File: src/intc_settings.svh
/*
 * build-time sizing for the interrupt controller
 * source count, AXI4-Lite address, data and strobe widths
 */
`ifndef INTC_SETTINGS_SVH
`define INTC_SETTINGS_SVH

// number of external interrupt lines, 1 to 32
`define INTC_NUM_SRC 8

// AXI4-Lite address width, covers the register map
`define INTC_ADDR_W 8

// AXI4-Lite data width, one register per word
`define INTC_DATA_W 32

// one strobe bit per data byte
`define INTC_STRB_W (`INTC_DATA_W / 8)

`endif
File: src/intc_pkg.sv
/*
 * controller-side types for the interrupt controller
 * register offset map and the id/status word layout
 */
`include "intc_settings.svh"

package intc_pkg;

	// ----------------------------------------
	// register map
	// ----------------------------------------
	typedef enum logic [`INTC_ADDR_W-1:0] {
		REG_TRIG    = `INTC_ADDR_W'('h00),	// 1 = edge, 0 = level
		REG_POL     = `INTC_ADDR_W'('h04),	// 1 = active high, 0 = active low
		REG_ENABLE  = `INTC_ADDR_W'('h08),	// per-source mask
		REG_PENDING = `INTC_ADDR_W'('h0C),	// write one clears edge bits
		REG_ID      = `INTC_ADDR_W'('h10),	// read only
		REG_RAW     = `INTC_ADDR_W'('h14)	// synchronized inputs, read only
	} reg_off_t;

	// ----------------------------------------
	// id word
	// ----------------------------------------
	// index field wide enough for 32 sources
	localparam int ID_IDX_W = 5;

	// valid in bit 31, winning source index in the low bits
	typedef struct packed {
		logic                               valid;
		logic [`INTC_DATA_W-2-ID_IDX_W:0]   rsvd;
		logic [ID_IDX_W-1:0]                idx;
	} id_word_t;

endpackage

File: src/axil_pkg.sv
/*
 * bus-side types for the AXI4-Lite register port
 * response codes and the register address type
 */
`include "intc_settings.svh"

package axil_pkg;

	// ----------------------------------------
	// response codes
	// ----------------------------------------
	// only the two codes this slave ever returns
	typedef enum logic [1:0] {
		OKAY   = 2'b00,
		SLVERR = 2'b10
	} resp_t;

	// ----------------------------------------
	// addressing
	// ----------------------------------------
	// byte address of a register, word aligned
	typedef logic [`INTC_ADDR_W-1:0] addr_t;

endpackage

File: src/intc_cfg_if.sv
/*
 * configuration and status bundle of the interrupt controller
 * links the register block to detection and pending logic
 */
`timescale 1ns/1ps
`include "intc_settings.svh"

interface intc_cfg_if;

	// from the register block
	logic [`INTC_NUM_SRC-1:0] trig;		// 1 = edge
	logic [`INTC_NUM_SRC-1:0] pol;		// 1 = active high
	logic [`INTC_NUM_SRC-1:0] enable;
	logic [`INTC_NUM_SRC-1:0] clr;		// one-cycle write-one-to-clear pulse

	// from the pending logic
	logic [`INTC_NUM_SRC-1:0] pend;
	intc_pkg::id_word_t       id;

	// from the detector, synchronized but not inverted
	logic [`INTC_NUM_SRC-1:0] raw;

	modport regs (
		output trig, pol, enable, clr,
		input  pend, id, raw
	);

	// detector needs mode and polarity only
	modport detect (
		input  trig, pol,
		output raw
	);

	modport pending (
		input  trig, enable, clr,
		output pend, id
	);

endinterface

File: src/axil_if.sv
/*
 * AXI4-Lite interface bundle
 * five channels with master and slave modports
 */
`timescale 1ns/1ps
`include "intc_settings.svh"

interface axil_if;

	// write address channel
	logic                     awvalid;
	logic                     awready;
	axil_pkg::addr_t          awaddr;
	// write data channel
	logic                     wvalid;
	logic                     wready;
	logic [`INTC_DATA_W-1:0]  wdata;
	logic [`INTC_STRB_W-1:0]  wstrb;
	// write response channel
	logic                     bvalid;
	logic                     bready;
	axil_pkg::resp_t          bresp;
	// read address channel
	logic                     arvalid;
	logic                     arready;
	axil_pkg::addr_t          araddr;
	// read data channel
	logic                     rvalid;
	logic                     rready;
	logic [`INTC_DATA_W-1:0]  rdata;
	axil_pkg::resp_t          rresp;

	modport master (
		output awvalid, awaddr, wvalid, wdata, wstrb, bready, arvalid, araddr, rready,
		input  awready, wready, bvalid, bresp, arready, rvalid, rdata, rresp
	);

	modport slave (
		input  awvalid, awaddr, wvalid, wdata, wstrb, bready, arvalid, araddr, rready,
		output awready, wready, bvalid, bresp, arready, rvalid, rdata, rresp
	);

endinterface

File: src/intc_top.sv
/*
 * interrupt controller top level
 * plain AXI4-Lite and interrupt pins, register block, detector, pending logic
 */
`timescale 1ns/1ps
`include "intc_settings.svh"

module intc_top (
	input  logic                     CLK,
	input  logic                     nRST,
	// interrupt lines and request
	input  logic [`INTC_NUM_SRC-1:0] intr_src,
	output logic                     irq,
	// AXI4-Lite write address
	input  logic                     awvalid,
	output logic                     awready,
	input  logic [`INTC_ADDR_W-1:0]  awaddr,
	// AXI4-Lite write data
	input  logic                     wvalid,
	output logic                     wready,
	input  logic [`INTC_DATA_W-1:0]  wdata,
	input  logic [`INTC_STRB_W-1:0]  wstrb,
	// AXI4-Lite write response
	output logic                     bvalid,
	input  logic                     bready,
	output logic [1:0]               bresp,
	// AXI4-Lite read address
	input  logic                     arvalid,
	output logic                     arready,
	input  logic [`INTC_ADDR_W-1:0]  araddr,
	// AXI4-Lite read data
	output logic                     rvalid,
	input  logic                     rready,
	output logic [`INTC_DATA_W-1:0]  rdata,
	output logic [1:0]               rresp
);

	axil_if     bus ();
	intc_cfg_if cfg ();

	logic [`INTC_NUM_SRC-1:0] evt;

	// ----------------------------------------
	// pins onto the bus bundle
	// ----------------------------------------
	assign bus.awvalid = awvalid;
	assign bus.awaddr  = awaddr;
	assign bus.wvalid  = wvalid;
	assign bus.wdata   = wdata;
	assign bus.wstrb   = wstrb;
	assign bus.bready  = bready;
	assign bus.arvalid = arvalid;
	assign bus.araddr  = araddr;
	assign bus.rready  = rready;

	assign awready = bus.awready;
	assign wready  = bus.wready;
	assign bvalid  = bus.bvalid;
	assign bresp   = bus.bresp;
	assign arready = bus.arready;
	assign rvalid  = bus.rvalid;
	assign rdata   = bus.rdata;
	assign rresp   = bus.rresp;

	// ----------------------------------------
	// blocks
	// ----------------------------------------
	intc_regs u_regs (
		.CLK  (CLK),
		.nRST (nRST),
		.bus  (bus),
		.cfg  (cfg)
	);

	intr_detect u_detect (
		.CLK      (CLK),
		.nRST     (nRST),
		.intr_src (intr_src),
		.cfg      (cfg),
		.evt      (evt)
	);

	intr_pending u_pending (
		.CLK  (CLK),
		.nRST (nRST),
		.evt  (evt),
		.cfg  (cfg),
		.irq  (irq)
	);

endmodule

File: src/intc_regs.sv
/*
 * AXI4-Lite register slave of the interrupt controller
 * holds trigger, polarity and enable, issues the clear pulse
 * reads back configuration, pending, id and raw inputs
 */
`timescale 1ns/1ps
`include "intc_settings.svh"

module intc_regs (
	input  logic       CLK,
	input  logic       nRST,
	axil_if.slave      bus,
	intc_cfg_if.regs   cfg
);

	localparam int N  = `INTC_NUM_SRC;
	localparam int DW = `INTC_DATA_W;
	localparam int SW = `INTC_STRB_W;

	// configuration state
	logic [N-1:0] trig_q;
	logic [N-1:0] pol_q;
	logic [N-1:0] en_q;
	logic [N-1:0] clr_q;

	// handshakes and decode
	logic          wr_go;
	logic          wr_ok;
	logic          rd_go;
	logic          rd_ok;
	logic [DW-1:0] rd_data;

	// merge write data into a register, byte lanes by strobe
	function automatic logic [N-1:0] strb_merge(
		input logic [N-1:0]  old,
		input logic [DW-1:0] data,
		input logic [SW-1:0] strb
	);
		logic [N-1:0] res;
		res = old;
		for (int i = 0; i < N; i++) begin
			if (strb[i / 8])
				res[i] = data[i];
		end
		return res;
	endfunction

	assign cfg.trig   = trig_q;
	assign cfg.pol    = pol_q;
	assign cfg.enable = en_q;
	assign cfg.clr    = clr_q;

	// ----------------------------------------
	// write path
	// ----------------------------------------
	// address and data taken only as a pair, and never while a response waits
	assign bus.awready = ~bus.bvalid & (~bus.awvalid | bus.wvalid);
	assign bus.wready  = ~bus.bvalid & (~bus.wvalid | bus.awvalid);
	assign wr_go       = bus.awvalid & bus.wvalid & ~bus.bvalid;

	// writable offsets, id and raw are read only
	always_comb begin
		case (bus.awaddr)
			intc_pkg::REG_TRIG,
			intc_pkg::REG_POL,
			intc_pkg::REG_ENABLE,
			intc_pkg::REG_PENDING: wr_ok = 1'b1;
			default:               wr_ok = 1'b0;
		endcase
	end

	always_ff @(posedge CLK or negedge nRST) begin
		if (!nRST) begin
			bus.bvalid <= 1'b0;
			trig_q     <= '0;
			pol_q      <= '0;
			en_q       <= '0;
			clr_q      <= '0;
		end else begin
			// clear pulse lasts a single cycle
			clr_q <= '0;
			if (wr_go) begin
				bus.bvalid <= 1'b1;
				case (bus.awaddr)
					intc_pkg::REG_TRIG:    trig_q <= strb_merge(trig_q, bus.wdata, bus.wstrb);
					intc_pkg::REG_POL:     pol_q  <= strb_merge(pol_q, bus.wdata, bus.wstrb);
					intc_pkg::REG_ENABLE:  en_q   <= strb_merge(en_q, bus.wdata, bus.wstrb);
					intc_pkg::REG_PENDING: clr_q  <= strb_merge('0, bus.wdata, bus.wstrb);
					default: ;
				endcase
			end else if (bus.bvalid && bus.bready) begin
				bus.bvalid <= 1'b0;
			end
		end
	end

	// response code only matters while bvalid is high
	always_ff @(posedge CLK) begin
		if (wr_go)
			bus.bresp <= wr_ok ? axil_pkg::OKAY : axil_pkg::SLVERR;
	end

	// ----------------------------------------
	// read path
	// ----------------------------------------
	assign bus.arready = ~bus.rvalid;
	assign rd_go       = bus.arvalid & ~bus.rvalid;

	// all registers zero-extended to the bus width
	always_comb begin
		rd_ok   = 1'b1;
		rd_data = '0;
		case (bus.araddr)
			intc_pkg::REG_TRIG:    rd_data = DW'(trig_q);
			intc_pkg::REG_POL:     rd_data = DW'(pol_q);
			intc_pkg::REG_ENABLE:  rd_data = DW'(en_q);
			intc_pkg::REG_PENDING: rd_data = DW'(cfg.pend);
			intc_pkg::REG_ID:      rd_data = DW'(cfg.id);
			intc_pkg::REG_RAW:     rd_data = DW'(cfg.raw);
			default:               rd_ok   = 1'b0;
		endcase
	end

	always_ff @(posedge CLK or negedge nRST) begin
		if (!nRST) begin
			bus.rvalid <= 1'b0;
		end else if (rd_go) begin
			bus.rvalid <= 1'b1;
		end else if (bus.rready) begin
			bus.rvalid <= 1'b0;
		end
	end

	// data captured at the address handshake, held until accepted
	always_ff @(posedge CLK) begin
		if (rd_go) begin
			bus.rdata <= rd_data;
			bus.rresp <= rd_ok ? axil_pkg::OKAY : axil_pkg::SLVERR;
		end
	end

endmodule

File: src/intr_pending.sv
/*
 * pending state, enable masking and id generation
 * edge bits latch until cleared, level bits mirror the event
 * lowest enabled pending index wins, irq registered alongside id
 */
`timescale 1ns/1ps
`include "intc_settings.svh"

module intr_pending (
	input  logic                     CLK,
	input  logic                     nRST,
	input  logic [`INTC_NUM_SRC-1:0] evt,
	intc_cfg_if.pending              cfg,
	output logic                     irq
);

	localparam int N = `INTC_NUM_SRC;

	// next value of each pending bit by trigger mode
	logic [N-1:0] edge_next;
	logic [N-1:0] level_next;

	// pending sources that software has enabled
	logic [N-1:0] masked;

	// combinational winner, registered below
	intc_pkg::id_word_t id_next;

	// ----------------------------------------
	// pending update
	// ----------------------------------------
	// a new edge in the same cycle as a clear keeps the bit set
	assign edge_next  = evt | (cfg.pend & ~cfg.clr);

	// level sources cannot be cleared, they follow the source
	assign level_next = evt;

	always_ff @(posedge CLK or negedge nRST) begin
		if (!nRST) begin
			cfg.pend <= '0;
		end else begin
			cfg.pend <= (cfg.trig & edge_next) | (~cfg.trig & level_next);
		end
	end

	// ----------------------------------------
	// masking and priority
	// ----------------------------------------
	assign masked = cfg.pend & cfg.enable;

	// scan from the top so the lowest set index is written last
	always_comb begin
		id_next = '0;
		for (int i = N - 1; i >= 0; i--) begin
			if (masked[i]) begin
				id_next.valid = 1'b1;
				id_next.idx   = intc_pkg::ID_IDX_W'(i);
			end
		end
	end

	// id and irq move together, one cycle behind pending
	always_ff @(posedge CLK or negedge nRST) begin
		if (!nRST) begin
			cfg.id <= '0;
			irq    <= 1'b0;
		end else begin
			cfg.id <= id_next;
			irq    <= id_next.valid;
		end
	end

endmodule

File: src/intr_detect.sv
/*
 * per-source input synchronizer and event detection
 * polarity applied after sync, edge or level per source
 */
`timescale 1ns/1ps
`include "intc_settings.svh"

module intr_detect (
	input  logic                     CLK,
	input  logic                     nRST,
	input  logic [`INTC_NUM_SRC-1:0] intr_src,
	intc_cfg_if.detect               cfg,
	output logic [`INTC_NUM_SRC-1:0] evt
);

	localparam int N = `INTC_NUM_SRC;

	// first stage may go metastable, second is the stable copy
	logic [N-1:0] sync_meta;
	logic [N-1:0] sync_q;

	// active level after polarity, and its value one cycle ago
	logic [N-1:0] act;
	logic [N-1:0] act_prev;

	// ----------------------------------------
	// synchronizer
	// ----------------------------------------
	always_ff @(posedge CLK or negedge nRST) begin
		if (!nRST) begin
			sync_meta <= '0;
			sync_q    <= '0;
		end else begin
			sync_meta <= intr_src;
			sync_q    <= sync_meta;
		end
	end

	// software sees the line as it is on the pin
	assign cfg.raw = sync_q;

	// pol 1 keeps the line, pol 0 inverts it
	assign act = sync_q ^ ~cfg.pol;

	// ----------------------------------------
	// detect stage
	// ----------------------------------------
	// edge: pulse on inactive to active, level: follow the active level
	always_ff @(posedge CLK or negedge nRST) begin
		if (!nRST) begin
			act_prev <= '0;
			evt      <= '0;
		end else begin
			act_prev <= act;
			evt      <= (cfg.trig & act & ~act_prev) | (~cfg.trig & act);
		end
	end

endmodule

File: config.mk
export PLATFORM = sky130hd
export DESIGN_NAME = intc_top
export DESIGN_NICKNAME = d
export VERILOG_FILES = /design/src/intc_pkg.sv /design/src/axil_pkg.sv /design/src/intc_cfg_if.sv /design/src/axil_if.sv /design/src/intc_top.sv /design/src/intc_regs.sv /design/src/intr_pending.sv /design/src/intr_detect.sv
export VERILOG_INCLUDE_DIRS = /design/src
export SDC_FILE = /design/constraint.sdc
export NUM_CORES = 1
export LEC_CHECK = 0
export BUFFER_PORTS_ARGS = -buffer_cell sky130_fd_sc_hd__buf_4
export CORE_AREA = 8 8 170 108
export CTS_BUF_LIST = sky130_fd_sc_hd__clkbuf_8
export CTS_CLUSTER_DIAMETER = 50
export CTS_CLUSTER_SIZE = 8
export DETAILED_ROUTE_END_ITERATION = 7
export DIE_AREA = 0 0 178 116
export GPL_ROUTABILITY_DRIVEN = 0
export PLACE_DENSITY = 0.54
export SETUP_SLACK_MARGIN = 0.4
export SLEW_MARGIN = 20
export SYNTH_ARGS = -nofsm -noshare
export SYNTH_HDL_FRONTEND = slang
export SYNTH_SLANG_ARGS = --single-unit
export TNS_END_PERCENT = 100
File: constraint.sdc
create_clock -name CLK -period 2.4 [get_ports CLK]
set_input_delay 0.48 -clock CLK [delete_from_list [all_inputs] [get_ports CLK]]
set_output_delay 0.48 -clock CLK [all_outputs]
set_load 0.01 [all_outputs]
==> metrics.md, run 1 <==
| Metric | Value |
|---|---|
| CTS Hold Buffers Added | `0` |
| Worst-skew pair later-pin latency | `about 0.36 ns` |
| H-Tree Depth | `3` |
| Largest net degree at the start of global routing | `between 70 and 80` |
| Reg2reg end | `u_regs.cfg.enable[2]` |
| Switching share of power | `approximately 23%` |
| Layout cells sized above 1 | `between 30% and 40%` |
| Design area | `approximately 0.0046 mm²` |
| Fin crit share | `roughly 80%` |
| Met1 usage | `12.82%` |
| Status | `complete, no violations` |
| CTS max path bufs | `2` |
| CTS Root Cell | `clkbuf_8` |
| EDFF count, synth | `11` |
| CP Capture Type | `register` |
| Die area | `just over 0.02 mm²` |
| Fin nets | `roughly 420` |
| R2R depth | `7` |
| Sw power | `between 0.0007 and 0.0008 W` |
| Crit path to | `u_regs.cfg.enable[2]` |
| Core Util, Final | `between 20 and 30%` |
| Synthesized flop and latch total | `89` |
| I/O pin count | `109` |
| DP Area | `roughly 0.0044 mm²` |
| Clock skew | `~0.01 ns` |
| Sequential area share after synthesis | `between 60% and 70%` |
| Synth Instances | `between 200 and 300` |
| Leak | `2.135 nW` |
| Critical path class | `register to register` |
| Setup TNS | `0 ns` |
| Starting Density | `23.48%` |
| Sequential share of power | `51.7%` |
| Arrival time at the worst endpoint | `between 2 and 2.5 ns` |
| Comb power frac | `approximately 8.6%` |
| Antenna violations before repair | `0` |
| Cts bufs inserted | `9` |
| Global-route wire length before repair | `approximately 14,000 µm` |
| Critical path cell sequence | `inv_1 -> nand3_2 -> inv_2 -> nand2_2 -> or4_1 -> buf_4 -> mux2_4` |
| Antenna-violating nets left | `0` |
| Vias in the first global route | `2,448` |
| Reg-to-reg setup timing slack | `0.53 ns` |
| Yosys cell types | `about 40` |
| Chip width | `around 180 µm` |
| Total number of vias | `around 2,300` |
| Global-route met2 utilization | `12.67%` |
| # clock sinks | `89` |
| Antenna Cells | `0` |
| Routing usage on met3 | `3.157%` |
| Clock transition at path regs | `0.09 ns` |
| Critical path data required time | `~2.7 ns` |
| R2r startpoint | `u_regs.bus.bvalid` |
| Die extent in y | `around 120 µm` |
| Core area | `0.01581 mm²` |
| Critical Path Slowest Stage Cell | `or4_1` |
| Syn_area_per_cell | `13.35 µm²` |
| Post-synth top area share | `52.58%` |
| Path length in cells of the critical path | `7` |
| GRT Util Overall | `under 10%` |
| Clock period minus worst slack | `about 1.9 ns` |
| GR Overflow Total | `0` |
| Post-synth top area cell | `dfrtp_1` |
| Peak supply drop | `0.0003144 V` |
| Mapped Area | `between 0.003 and 0.004 mm²` |
| Crit path largest cell delay | `0.43 ns` |
| Final hold vios | `0` |
| Port Buffers | `56` |
| Hold crit path type | `input port to asynchronous set/reset pin` |
| FP Rows | `36` |
| Routed Wire Length | `just over 9000 µm` |
| RSZ-0062 raised after global routing | `false` |
| Post-cts sizing count | `0` |
| WL/cell | `around 16 µm` |
| Crit-path max FO | `5` |
| Async S/R FF share, synth | `87.64%` |
| # placed instances | `550` |
| Final std cells w/o fill | `about 570` |
| Ys flop type | `dfrtp_1` |
| Initial DRC count | `150` |
| Grt peak-use layer | `met1` |
| Final setup fails | `0` |
| Vias per inst | `slightly above 4` |
| CP Launch Point | `u_regs.bus.bvalid` |
| Cell Pwr Density | `slightly below 700 mW/mm²` |
| # DRC | `0` |
| Fmax | `~0.53 GHz` |
| Top delay family on crit path | `simple AND/OR/NAND/NOR gates` |
| CTS tree | `built` |
| Synth warn | `0` |
| Post-CTS Setup Inserts | `0` |
| Int Pwr | `0.002415 W` |
| MaxCap Viol Count | `0` |
| Placed wire-length estimate | `6691 µm` |
| Final Max Tran Viols | `0` |
| Clk network pwr share | `between 30% and 40%` |
| Router iterations before antenna repair | `4` |
| Crit start category | `register` |
| Largest cells by area after synthesis | `dfrtp_1 53%, edfxtp_1 8.9%, buf_4 5.5%, mux2_2 5.5%, mux2i_1 3.5%` |
| CP bufs+invs | `3` |
| Synthesis-to-layout area growth | `24.60%` |
## power by group through the flow
stage	clock (W)	combinational, W	sequential, W
after floorplan	0	0.000134	0.00164
after global placement	0	0.000266	0.00164
after detailed placement	0	0.000271	0.00164
after CTS	0.00128	0.000272	0.00161
after global routing	0.00133	0.000295	0.00162
final	0.00124	0.000268	0.00161
## synth_stat cells, drive strengths merged, types with 4 or more instances
master and number:
a21boi 8, a21o 4, buf 28, dfrtp 78
edfxtp 11, inv 6, mux2 26, mux2i 13
nand2 32, nand3 4, nor2 4, nor4 9
o21bai 9, o22ai 5, xnor2 8
## metal layers
| layer | share of wire (%) | routed length [µm] |
|---|---|---|
| met4 | 1.0 | 95 |
| met5 | 0 | 0 |
| met2 | 42 | 3843 |
| met1 | 51 | 4689 |
| met3 | 6.3 | 581 |
## state kept, by name, indices dropped and copies added, names as in the netlist, 4 cells and up
name,flops
u_regs.cfg.trig,8
u_detect.cfg.raw,8
u_pending.cfg.id,4
u_detect.sync_meta,8
u_regs.cfg.enable,8
u_regs.bus.rdata,9
u_regs.cfg.clr,8
u_detect.act_prev,8
u_detect.evt,8
u_pending.cfg.pend,8
u_regs.cfg.pol,8
## through the flow
| stage | total power, W | hold WS (ns) | setup slack, ns |
|---|---|---|---|
| 2_1_floorplan | 0.001775 | 0.1844 | 0.4458 |
| 3_5_place_dp | 0.001914 | 0.3363 | 0.1990 |
| 3_3_place_gp | 0.001907 | 0.3328 | 0.2401 |
| 5_1_grt | 0.003246 | 0.1274 | 0.4328 |
| 6_report | 0.003119 | 0.1218 | 0.5294 |
| 4_1_cts | 0.003169 | 0.1332 | 0.5199 |
## worst register-to-register path: stages, from the launching register on
cell     delay, ns
dfrtp_1       0.41
inv_1         0.11
nand3_2       0.10
inv_2         0.11
nand2_2       0.11
or4_1         0.43
buf_4         0.20
mux2_4        0.30
## placed cells by master (no fill, tap or decap), types with 2 or more instances in the layout
| cell type | synthesis | layout |
|---|---|---|
| bufinv_16 | 0 | 3 |
| xnor2_1 | 8 | 8 |
| a21oi_1 | 2 | 2 |
| or3_1 | 3 | 3 |
| o21bai_1 | 9 | 9 |
| nor2b_1 | 2 | 2 |
| a21boi_0 | 8 | 8 |
| nor2_1 | 4 | 4 |
| dfrtp_1 | 78 | 78 |
| o22ai_1 | 5 | 5 |
| mux2_2 | 18 | 18 |
| nand4b_1 | 2 | 2 |
| clkbuf_8 | 0 | 10 |
| inv_1 | 5 | 6 |
| mux2_4 | 8 | 8 |
| a22oi_1 | 3 | 3 |
| nand2_1 | 31 | 31 |
| nand4_1 | 2 | 2 |
| buf_4 | 27 | 68 |
| nor4_1 | 8 | 8 |
| a21o_1 | 4 | 4 |
| conb_1 | 1 | 25 |
| o221ai_1 | 3 | 3 |
| edfxtp_1 | 11 | 11 |
| nor3_1 | 3 | 3 |
| nand3_1 | 3 | 3 |
| mux2i_1 | 13 | 13 |
## final cells by class
type                    instances  area [µm²]
clock buffers                  10       137.6
clock inverters                 6       107.6
fillers                      1610       11180
inverters                       6       22.52
multi-input cells             177        1284
flip-flops and latches         89        2282
well taps                     209       261.5
repair buffers                 69       530.5
## cells by family after synthesis
family	Yosys count	synth area share (%)
DFF	89	61.48
and+or+nand+nor	66	9.808
xor gates and xnor gates	8	1.888
buffers and inverters	36	6.370
muxes	40	12.81
other	1	0.1010
AOI/OAI and AO/OA	38	7.550
## worst min path at each step
| stage | start | endpoint | slack, ns | cells after the start |
|---|---|---|---|---|
| floorplan | nRST | u_detect.act_prev[0] | 0.18 | 0 |
| global placement | u_detect.sync_meta[5] | u_detect.cfg.raw[5] | 0.33 | 0 |
| detailed placement | u_detect.sync_meta[7] | u_detect.cfg.raw[7] | 0.34 | 0 |
| CTS | nRST | u_detect.sync_meta[2] | 0.13 | 2 |
| global route | nRST | u_detect.cfg.raw[2] | 0.13 | 2 |
| finish | nRST | u_detect.cfg.raw[2] | 0.12 | 2 |
Power figures use the tool's default switching activity.
==> run 2: changes to the inputs <==
==> constraint.sdc (replaced) <==
create_clock -name CLK -period 1.8 [get_ports CLK]
set_input_delay 0.36 -clock CLK [delete_from_list [all_inputs] [get_ports CLK]]
set_output_delay 0.36 -clock CLK [all_outputs]
set_load 0.01 [all_outputs]
==> run 2 against run 1 <==
Die area is the same. Count of clock-buffer cells in the layout shrank 1. Via count is essentially flat. Design area grew 3.2%. Critical path type unchanged. Largest cell class unchanged. Largest power group unchanged.
==> metrics.md, run 2 (same netlist as run 1, synthesis figures left out) <==
| Metric | Value |
|---|---|
| MaxCap Viol Count | `0 (unchanged)` |
| Reg-to-reg setup timing slack | `0.10 ns (was 0.53 ns)` |
| CP Launch Point | `u_regs.bus.bvalid (unchanged)` |
| Design area | `0.004775 mm² (was 0.004626 mm²)` |
| CTS max path bufs | `2 (unchanged)` |
| Clock transition at path regs | `0.09 ns (about the same)` |
| Port Buffers | `56 (unchanged)` |
| Worst-skew pair later-pin latency | `0.36 ns (about the same)` |
| Placed wire-length estimate | `6809 µm (was 6691 µm)` |
| Arrival time at the worst endpoint | `1.94 ns (was 2.12 ns)` |
| Max FFs per register | `9 (unchanged)` |
| Synthesis-to-layout area growth | `28.61% (was 24.60%)` |
| R2r startpoint | `u_regs.bus.bvalid (unchanged)` |
| Starting Density | `23.48% (unchanged)` |
| WL/cell | `16.18 µm (was 16.27 µm)` |
| Peak supply drop | `0.0002916 V (was 0.0003144 V)` |
| Global-route wire length before repair | `14,360 µm (was 14,010 µm)` |
| Antenna Cells | `0 (unchanged)` |
| Crit path largest cell delay | `0.43 ns (about the same)` |
| CTS Root Cell | `clkbuf_8 (unchanged)` |
| FP Rows | `36 (unchanged)` |
| Hold crit path type | `input port to register (was input port to asynchronous set/reset pin)` |
| Die area | `0.02065 mm² (unchanged)` |
| DP Area | `0.004483 mm² (was 0.004380 mm²)` |
| Vias per inst | `4.072 (was 4.118)` |
| Initial DRC count | `130 (was 150)` |
| Reg2reg end | `u_regs.cfg.enable[2] (unchanged)` |
| Die extent in y | `116 µm (unchanged)` |
| Final std cells w/o fill | `572 (was 566)` |
| Pre-CTS setup slack | `-0.2561 ns (was 0.1990 ns)` |
| Hold slack | `0.1032 ns (was 0.1218 ns)` |
| Critical path class | `register to register (unchanged)` |
| Critical path cell sequence | `inv_2 -> nand3_4 -> inv_4 -> nand2_4 -> or4_4 -> buf_12 -> mux2_4 (was inv_1 -> nand3_2 -> inv_2 -> nand2_2 -> or4_1 -> buf_4 -> mux2_4)` |
| Crit start category | `register (unchanged)` |
| Leak | `2.191 nW (was 2.135 nW)` |
| Router iterations before antenna repair | `5 (was 4)` |
| Final setup fails | `0 (unchanged)` |
| Critical path data required time | `2.04 ns (was 2.65 ns)` |
| Most frequent cells in the layout | `78 x dfrtp_1, 70 x buf_4, 30 x nand2_1, 25 x conb_1, 24 x mux2_4 (was 78 x dfrtp_1, 68 x buf_4, 31 x nand2_1, 25 x conb_1, 18 x mux2_2)` |
| Largest Register | `u_regs.bus.rdata (unchanged)` |
| # clock sinks | `89 (unchanged)` |
| R2R depth | `7 (unchanged)` |
| Fin nets | `425 (was 419)` |
| Cts bufs inserted | `9 (unchanged)` |
| H-Tree Depth | `3 (unchanged)` |
| CP Capture Type | `register (unchanged)` |
| Fmax | `0.5886 GHz (was 0.5346 GHz)` |
| Clock period minus worst slack | `1.699 ns (was 1.871 ns)` |
| Final Max Tran Viols | `0 (unchanged)` |
| Core area | `0.01581 mm² (unchanged)` |
| Critical Path Slowest Stage Cell | `or4_4 (was or4_1)` |
| GRT Util Overall | `9.291% (was 9.076%)` |
| Clock skew | `0.007792 ns (was 0.01015 ns)` |
| Hold_sp | `intr_src[5]` |
| Final hold vios | `0 (unchanged)` |
| RSZ-0062 raised after global routing | `true (was false)` |
| Total number of vias | `2,329 (was 2,331)` |
| Setup ws final | `0.1011 ns (was 0.5294 ns)` |
| Chip width | `178 µm (unchanged)` |
| Fin crit share | `94.38% (was 77.94%)` |
| Antenna violations before repair | `0 (unchanged)` |
| Crit path to | `u_regs.cfg.enable[2] (unchanged)` |
| # placed instances | `552 (was 550)` |
| I/O pin count | `109 (unchanged)` |
| Commonest non-fill, non-tap cell in the layout | `dfrtp_1 (unchanged)` |
| Largest net degree at the start of global routing | `35 (was 79)` |
| Vias in the first global route | `2,506 (was 2,448)` |
| CTS tree | `built (unchanged)` |
| Crit-path max FO | `8 (was 5)` |
| Status | `complete, no violations (unchanged)` |
| Core Util, Final | `30.20% (was 29.26%)` |
| # DRC | `0 (unchanged)` |
| GR Overflow Total | `0 (unchanged)` |
| Routed Wire Length | `9257 µm (was 9209 µm)` |
| Antenna-violating nets left | `0 (unchanged)` |
| Layout cells sized above 1 | `36.91% (was 32.77%)` |
| Cell Pwr Density | `809.6 mW/mm² (was 674.3 mW/mm²)` |
run 2: changes by cell type in the layout (fill, tap and decap cells not counted), sizes merged:
cell and delta:
inv +2, clkinv +1, buf +5, bufinv -2
clkbuf -1, dlygate4sd3 +1
run 2: worst max-delay path, delay by kind of cell, from the launching register on:
family / cells / cell delay (ns)
buffers and inverters: 3 / 0.32
multiplexers: 1 / 0.29
flip-flops: 1 / 0.40
AND/OR/NAND/NOR: 3 / 0.57
run 2: power breakdown:
group / switching, W / internal [W] / total (W)
logic: 0.000214 / 0.000178 / 0.000392
clock network: 0.000697 / 0.000631 / 0.00133
registers: 0.0000389 / 0.00211 / 0.00215
run 2: routing by layer:
metal	share of wire, %	vias up	track usage, %
met5	0	-	0
met4	0.77	0	2.489
met3	7.0	7	3.157
met2	42	79	13.22
met1	50	1145	13.11
li1	-	1098	-
run 2: per-stage QoR:
stage | TNS (ns) | total power, W
2_1_floorplan | -0.3678 | 0.002378
3_3_place_gp | -4.757 | 0.002560
3_5_place_dp | -5.518 | 0.002571
4_1_cts | 0 | 0.003932
5_1_grt | 0 | 0.004043
6_report | 0 | 0.003866
run 2: worst min path at each step:
stage	end	slack, ns	depth (start not counted)
after floorplan	u_detect.act_prev[0]	0.06	0
after global placement	u_detect.sync_meta[7]	0.29	1
after detailed placement	u_detect.sync_meta[6]	0.30	1
after CTS	u_detect.sync_meta[7]	0.08	1
after global routing	u_detect.sync_meta[6]	0.07	1
final	u_detect.sync_meta[5]	0.10	1
run 2: what timing repair did:
item | CTS | global route
endpoints found under the setup margin | 27 | 29
hold endpoints to repair | 22 | 0
resized for setup | 16 | 3
setup buffers | 2 | 1
pin swaps | 1 | 2
hold buffers | 1 | 0
run 2: final cells by class:
cell class	count	area, µm²
timing repair buffer	75	598.1
fill	1610	11040
clock buffer	9	123.9
clock inverter	7	62.56
inverter	6	25.02
sequential	89	2282
multi-input combinational	177	1421
tap	209	261.5
==> run 3: changes to the inputs <==
--- a/config.mk
+++ b/config.mk
@@ -14,6 +14,7 @@
 export DETAILED_ROUTE_END_ITERATION = 7
 export DIE_AREA = 0 0 178 116
 export GPL_ROUTABILITY_DRIVEN = 0
+export MAX_ROUTING_LAYER = met4
 export PLACE_DENSITY = 0.54
 export SETUP_SLACK_MARGIN = 0.4
 export SLEW_MARGIN = 20
==> run 3 against run 2 <==
Core utilization unchanged. First-iteration DRC count up 3.1%. Sequential share of layout area unchanged. Sequential cell count unchanged. Clock power about the same. Highest routed layer unchanged.
==> metrics.md, run 3 (same netlist as run 1, synthesis figures left out) <==
| Metric | Value |
|---|---|
| Status | `complete, no violations (unchanged)` |
| Antenna violations before repair | `0 (unchanged)` |
| Largest Register | `u_regs.bus.rdata (unchanged)` |
| Layout cells sized above 1 | `36.91% (unchanged)` |
| R2R depth | `7 (unchanged)` |
| Hold_sp | `intr_src[5] (unchanged)` |
| WL/cell | `16.20 µm (was 16.18 µm)` |
| Hold EP | `u_detect.sync_meta[5] (unchanged)` |
| WL met2 | `3857 µm (was 3916 µm)` |
| Top delay family on crit path | `simple AND/OR/NAND/NOR gates (unchanged)` |
| CP Capture Type | `register (unchanged)` |
| GR Overflow Total | `0 (unchanged)` |
| Global-route wire length before repair | `14,350 µm (was 14,360 µm)` |
| Critical Path Slowest Stage Cell | `or4_4 (unchanged)` |
| I/O pin count | `109 (unchanged)` |
| Cell Pwr Density | `811.2 mW/mm² (was 809.6 mW/mm²)` |
| Met3 WL | `549 µm (was 652 µm)` |
| Worst Hold Path Cells | `1 (unchanged)` |
| Fmax | `0.5906 GHz (was 0.5886 GHz)` |
| Setup ws final | `0.1067 ns (was 0.1011 ns)` |
| Fin nets | `425 (unchanged)` |
| Most frequent cells in the layout | `78 x dfrtp_1, 70 x buf_4, 30 x nand2_1, 25 x conb_1, 24 x mux2_4 (unchanged)` |
| Sw power | `0.0009570 W (was 0.0009494 W)` |
| Crit-path max FO | `8 (unchanged)` |
| Final Max Tran Viols | `0 (unchanged)` |
| Cts bufs inserted | `9 (unchanged)` |
| # clock sinks | `89 (unchanged)` |
| GRT Util Overall | `9.586% (was 9.291%)` |
| Initial DRC count | `134 (was 130)` |
| Top Metal Used | `met4 (unchanged)` |
| Fin crit share | `94.07% (was 94.38%)` |
| Pre-CTS setup slack | `-0.2561 ns (unchanged)` |
| MaxCap Viol Count | `0 (unchanged)` |
| Starting Density | `23.48% (unchanged)` |
| M1 WL | `4790 µm (was 4617 µm)` |
| Final setup fails | `0 (unchanged)` |
| Synthesis-to-layout area growth | `28.61% (unchanged)` |
| Clock transition at path regs | `0.09 ns (about the same)` |
| Worst-skew pair later-pin latency | `0.36 ns (about the same)` |
| Core area | `0.01581 mm² (unchanged)` |
| Final hold vios | `0 (unchanged)` |
| Antenna-violating nets left | `0 (unchanged)` |
| RSZ-0062 raised after global routing | `true (unchanged)` |
| Placed wire-length estimate | `6809 µm (unchanged)` |
| Switching share of power | `24.71% (was 24.56%)` |
| Comb power frac | `10.1% (about the same)` |
| Routed Wire Length | `9267 µm (was 9257 µm)` |
| Die extent in y | `116 µm (unchanged)` |
| Clk network pwr share | `34.4% (was 34.3%)` |
| Reg2reg end | `u_regs.cfg.enable[2] (unchanged)` |
| Vias in the first global route | `2,504 (was 2,506)` |
| Antenna Cells | `0 (unchanged)` |
| Die area | `0.02065 mm² (unchanged)` |
| CTS Root Cell | `clkbuf_8 (unchanged)` |
| Critical path data required time | `2.05 ns (was 2.04 ns)` |
| Chip width | `178 µm (unchanged)` |
| CP bufs+invs | `3 (unchanged)` |
| R2r startpoint | `u_regs.bus.bvalid (unchanged)` |
| Peak supply drop | `0.0002915 V (was 0.0002916 V)` |
| Total power | `0.003873 W (was 0.003866 W)` |
| Clock period minus worst slack | `1.693 ns (was 1.699 ns)` |
| Vias per inst | `4.049 (was 4.072)` |
| CTS tree | `built (unchanged)` |
| Crit path largest cell delay | `0.43 ns (about the same)` |
| # DRC | `0 (unchanged)` |
| Max FFs per register | `9 (unchanged)` |
| H-Tree Depth | `3 (unchanged)` |
| Commonest non-fill, non-tap cell in the layout | `dfrtp_1 (unchanged)` |
| Port Buffers | `56 (unchanged)` |
| Total number of vias | `2,316 (was 2,329)` |
| Router iterations before antenna repair | `4 (was 5)` |
| Reg-to-reg setup timing slack | `0.11 ns (was 0.10 ns)` |
| CTS max path bufs | `2 (unchanged)` |
| FP Rows | `36 (unchanged)` |
| Crit start category | `register (unchanged)` |
| Leak | `2.191 nW (unchanged)` |
| Largest net degree at the start of global routing | `35 (unchanged)` |
| Int Pwr | `0.002916 W (about the same)` |
| Arrival time at the worst endpoint | `1.94 ns (about the same)` |
| Sequential share of power | `55.4% (was 55.5%)` |
| Critical path cell sequence | `inv_2 -> nand3_4 -> inv_4 -> nand2_4 -> or4_4 -> buf_12 -> mux2_4 (unchanged)` |
| Critical path class | `register to register (unchanged)` |
| Clock skew | `0.007468 ns (was 0.007792 ns)` |
| Hold crit path type | `input port to register (unchanged)` |
## run 3: cell counts in the layout (fill, tap and decap cells not counted)
Identical to the previous run, type by type.
## run 3: metrics by stage
step / hold WS, ns / area (µm²) / instances / setup TNS (ns) / utilization [%]
floorplan: 0.06441 / 3899 / 302 / -0.3678 / -
global placement: 0.2865 / 4483 / 552 / -4.757 / 28.36
detailed placement: 0.2969 / 4483 / 552 / -5.518 / 28.36
CTS: 0.08132 / 4756 / 571 / 0 / 30.08
global route: 0.07052 / 4775 / 572 / 0 / 30.20
finish: 0.1001 / 4775 / 572 / 0 / 30.20
## run 3: power by group through the flow
stage	logic [W]	clock network (W)	registers, W
floorplan	0.000190	0	0.00219
global placement	0.000373	0	0.00219
detailed placement	0.000381	0	0.00219
CTS	0.000395	0.00139	0.00215
global route	0.000432	0.00146	0.00216
finish	0.000393	0.00133	0.00215
## run 3: worst max-delay path by stage
| stage | startpoint | to | slack [ns] | cells after the start |
|---|---|---|---|---|
| after floorplan | awaddr[5] | u_regs.cfg.enable[0] | -0.03 | 5 |
| after global placement | awaddr[5] | u_regs.cfg.pol[4] | -0.23 | 7 |
| after detailed placement | awaddr[5] | u_regs.cfg.pol[0] | -0.26 | 7 |
| after CTS | u_regs.bus.bvalid | u_regs.cfg.enable[2] | 0.10 | 7 |
| after global routing | u_regs.bus.bvalid | u_regs.cfg.enable[1] | 0.06 | 7 |
| final | u_regs.bus.bvalid | u_regs.cfg.enable[2] | 0.11 | 7 |
## run 3: timing repair
action,4_1_cts,5_1_grt
setup endpoints to repair,27,29
endpoints found under the hold margin,22,0
hold buffers,1,0
buffers inserted,2,1
resized for setup,16,3
pin swaps,1,2
## run 3: area by class of cell
class | instances | area [µm²]
Clock buffer | 9 | 123.9
Clock inverter | 7 | 62.56
Fill cell | 1610 | 11040
Inverter | 6 | 25.02
Multi-Input combinational cell | 177 | 1421
Sequential cell | 89 | 2282
Tap cell | 209 | 261.5
Timing Repair Buffer | 75 | 598.1
## run 3: worst reg2reg max path: stages (launching register included)
cell and delay (ns):
dfrtp_1 0.40, inv_2 0.08, nand3_4 0.08, inv_4 0.07, nand2_4 0.06, or4_4 0.43
buf_12 0.17, mux2_4 0.30
## run 3: routing by layer
metal  track usage, %  vias up
li1                 -     1097
met4            2.323        0
met1            13.13     1144
met5                -        -
met3            3.319       12
met2            13.22       63
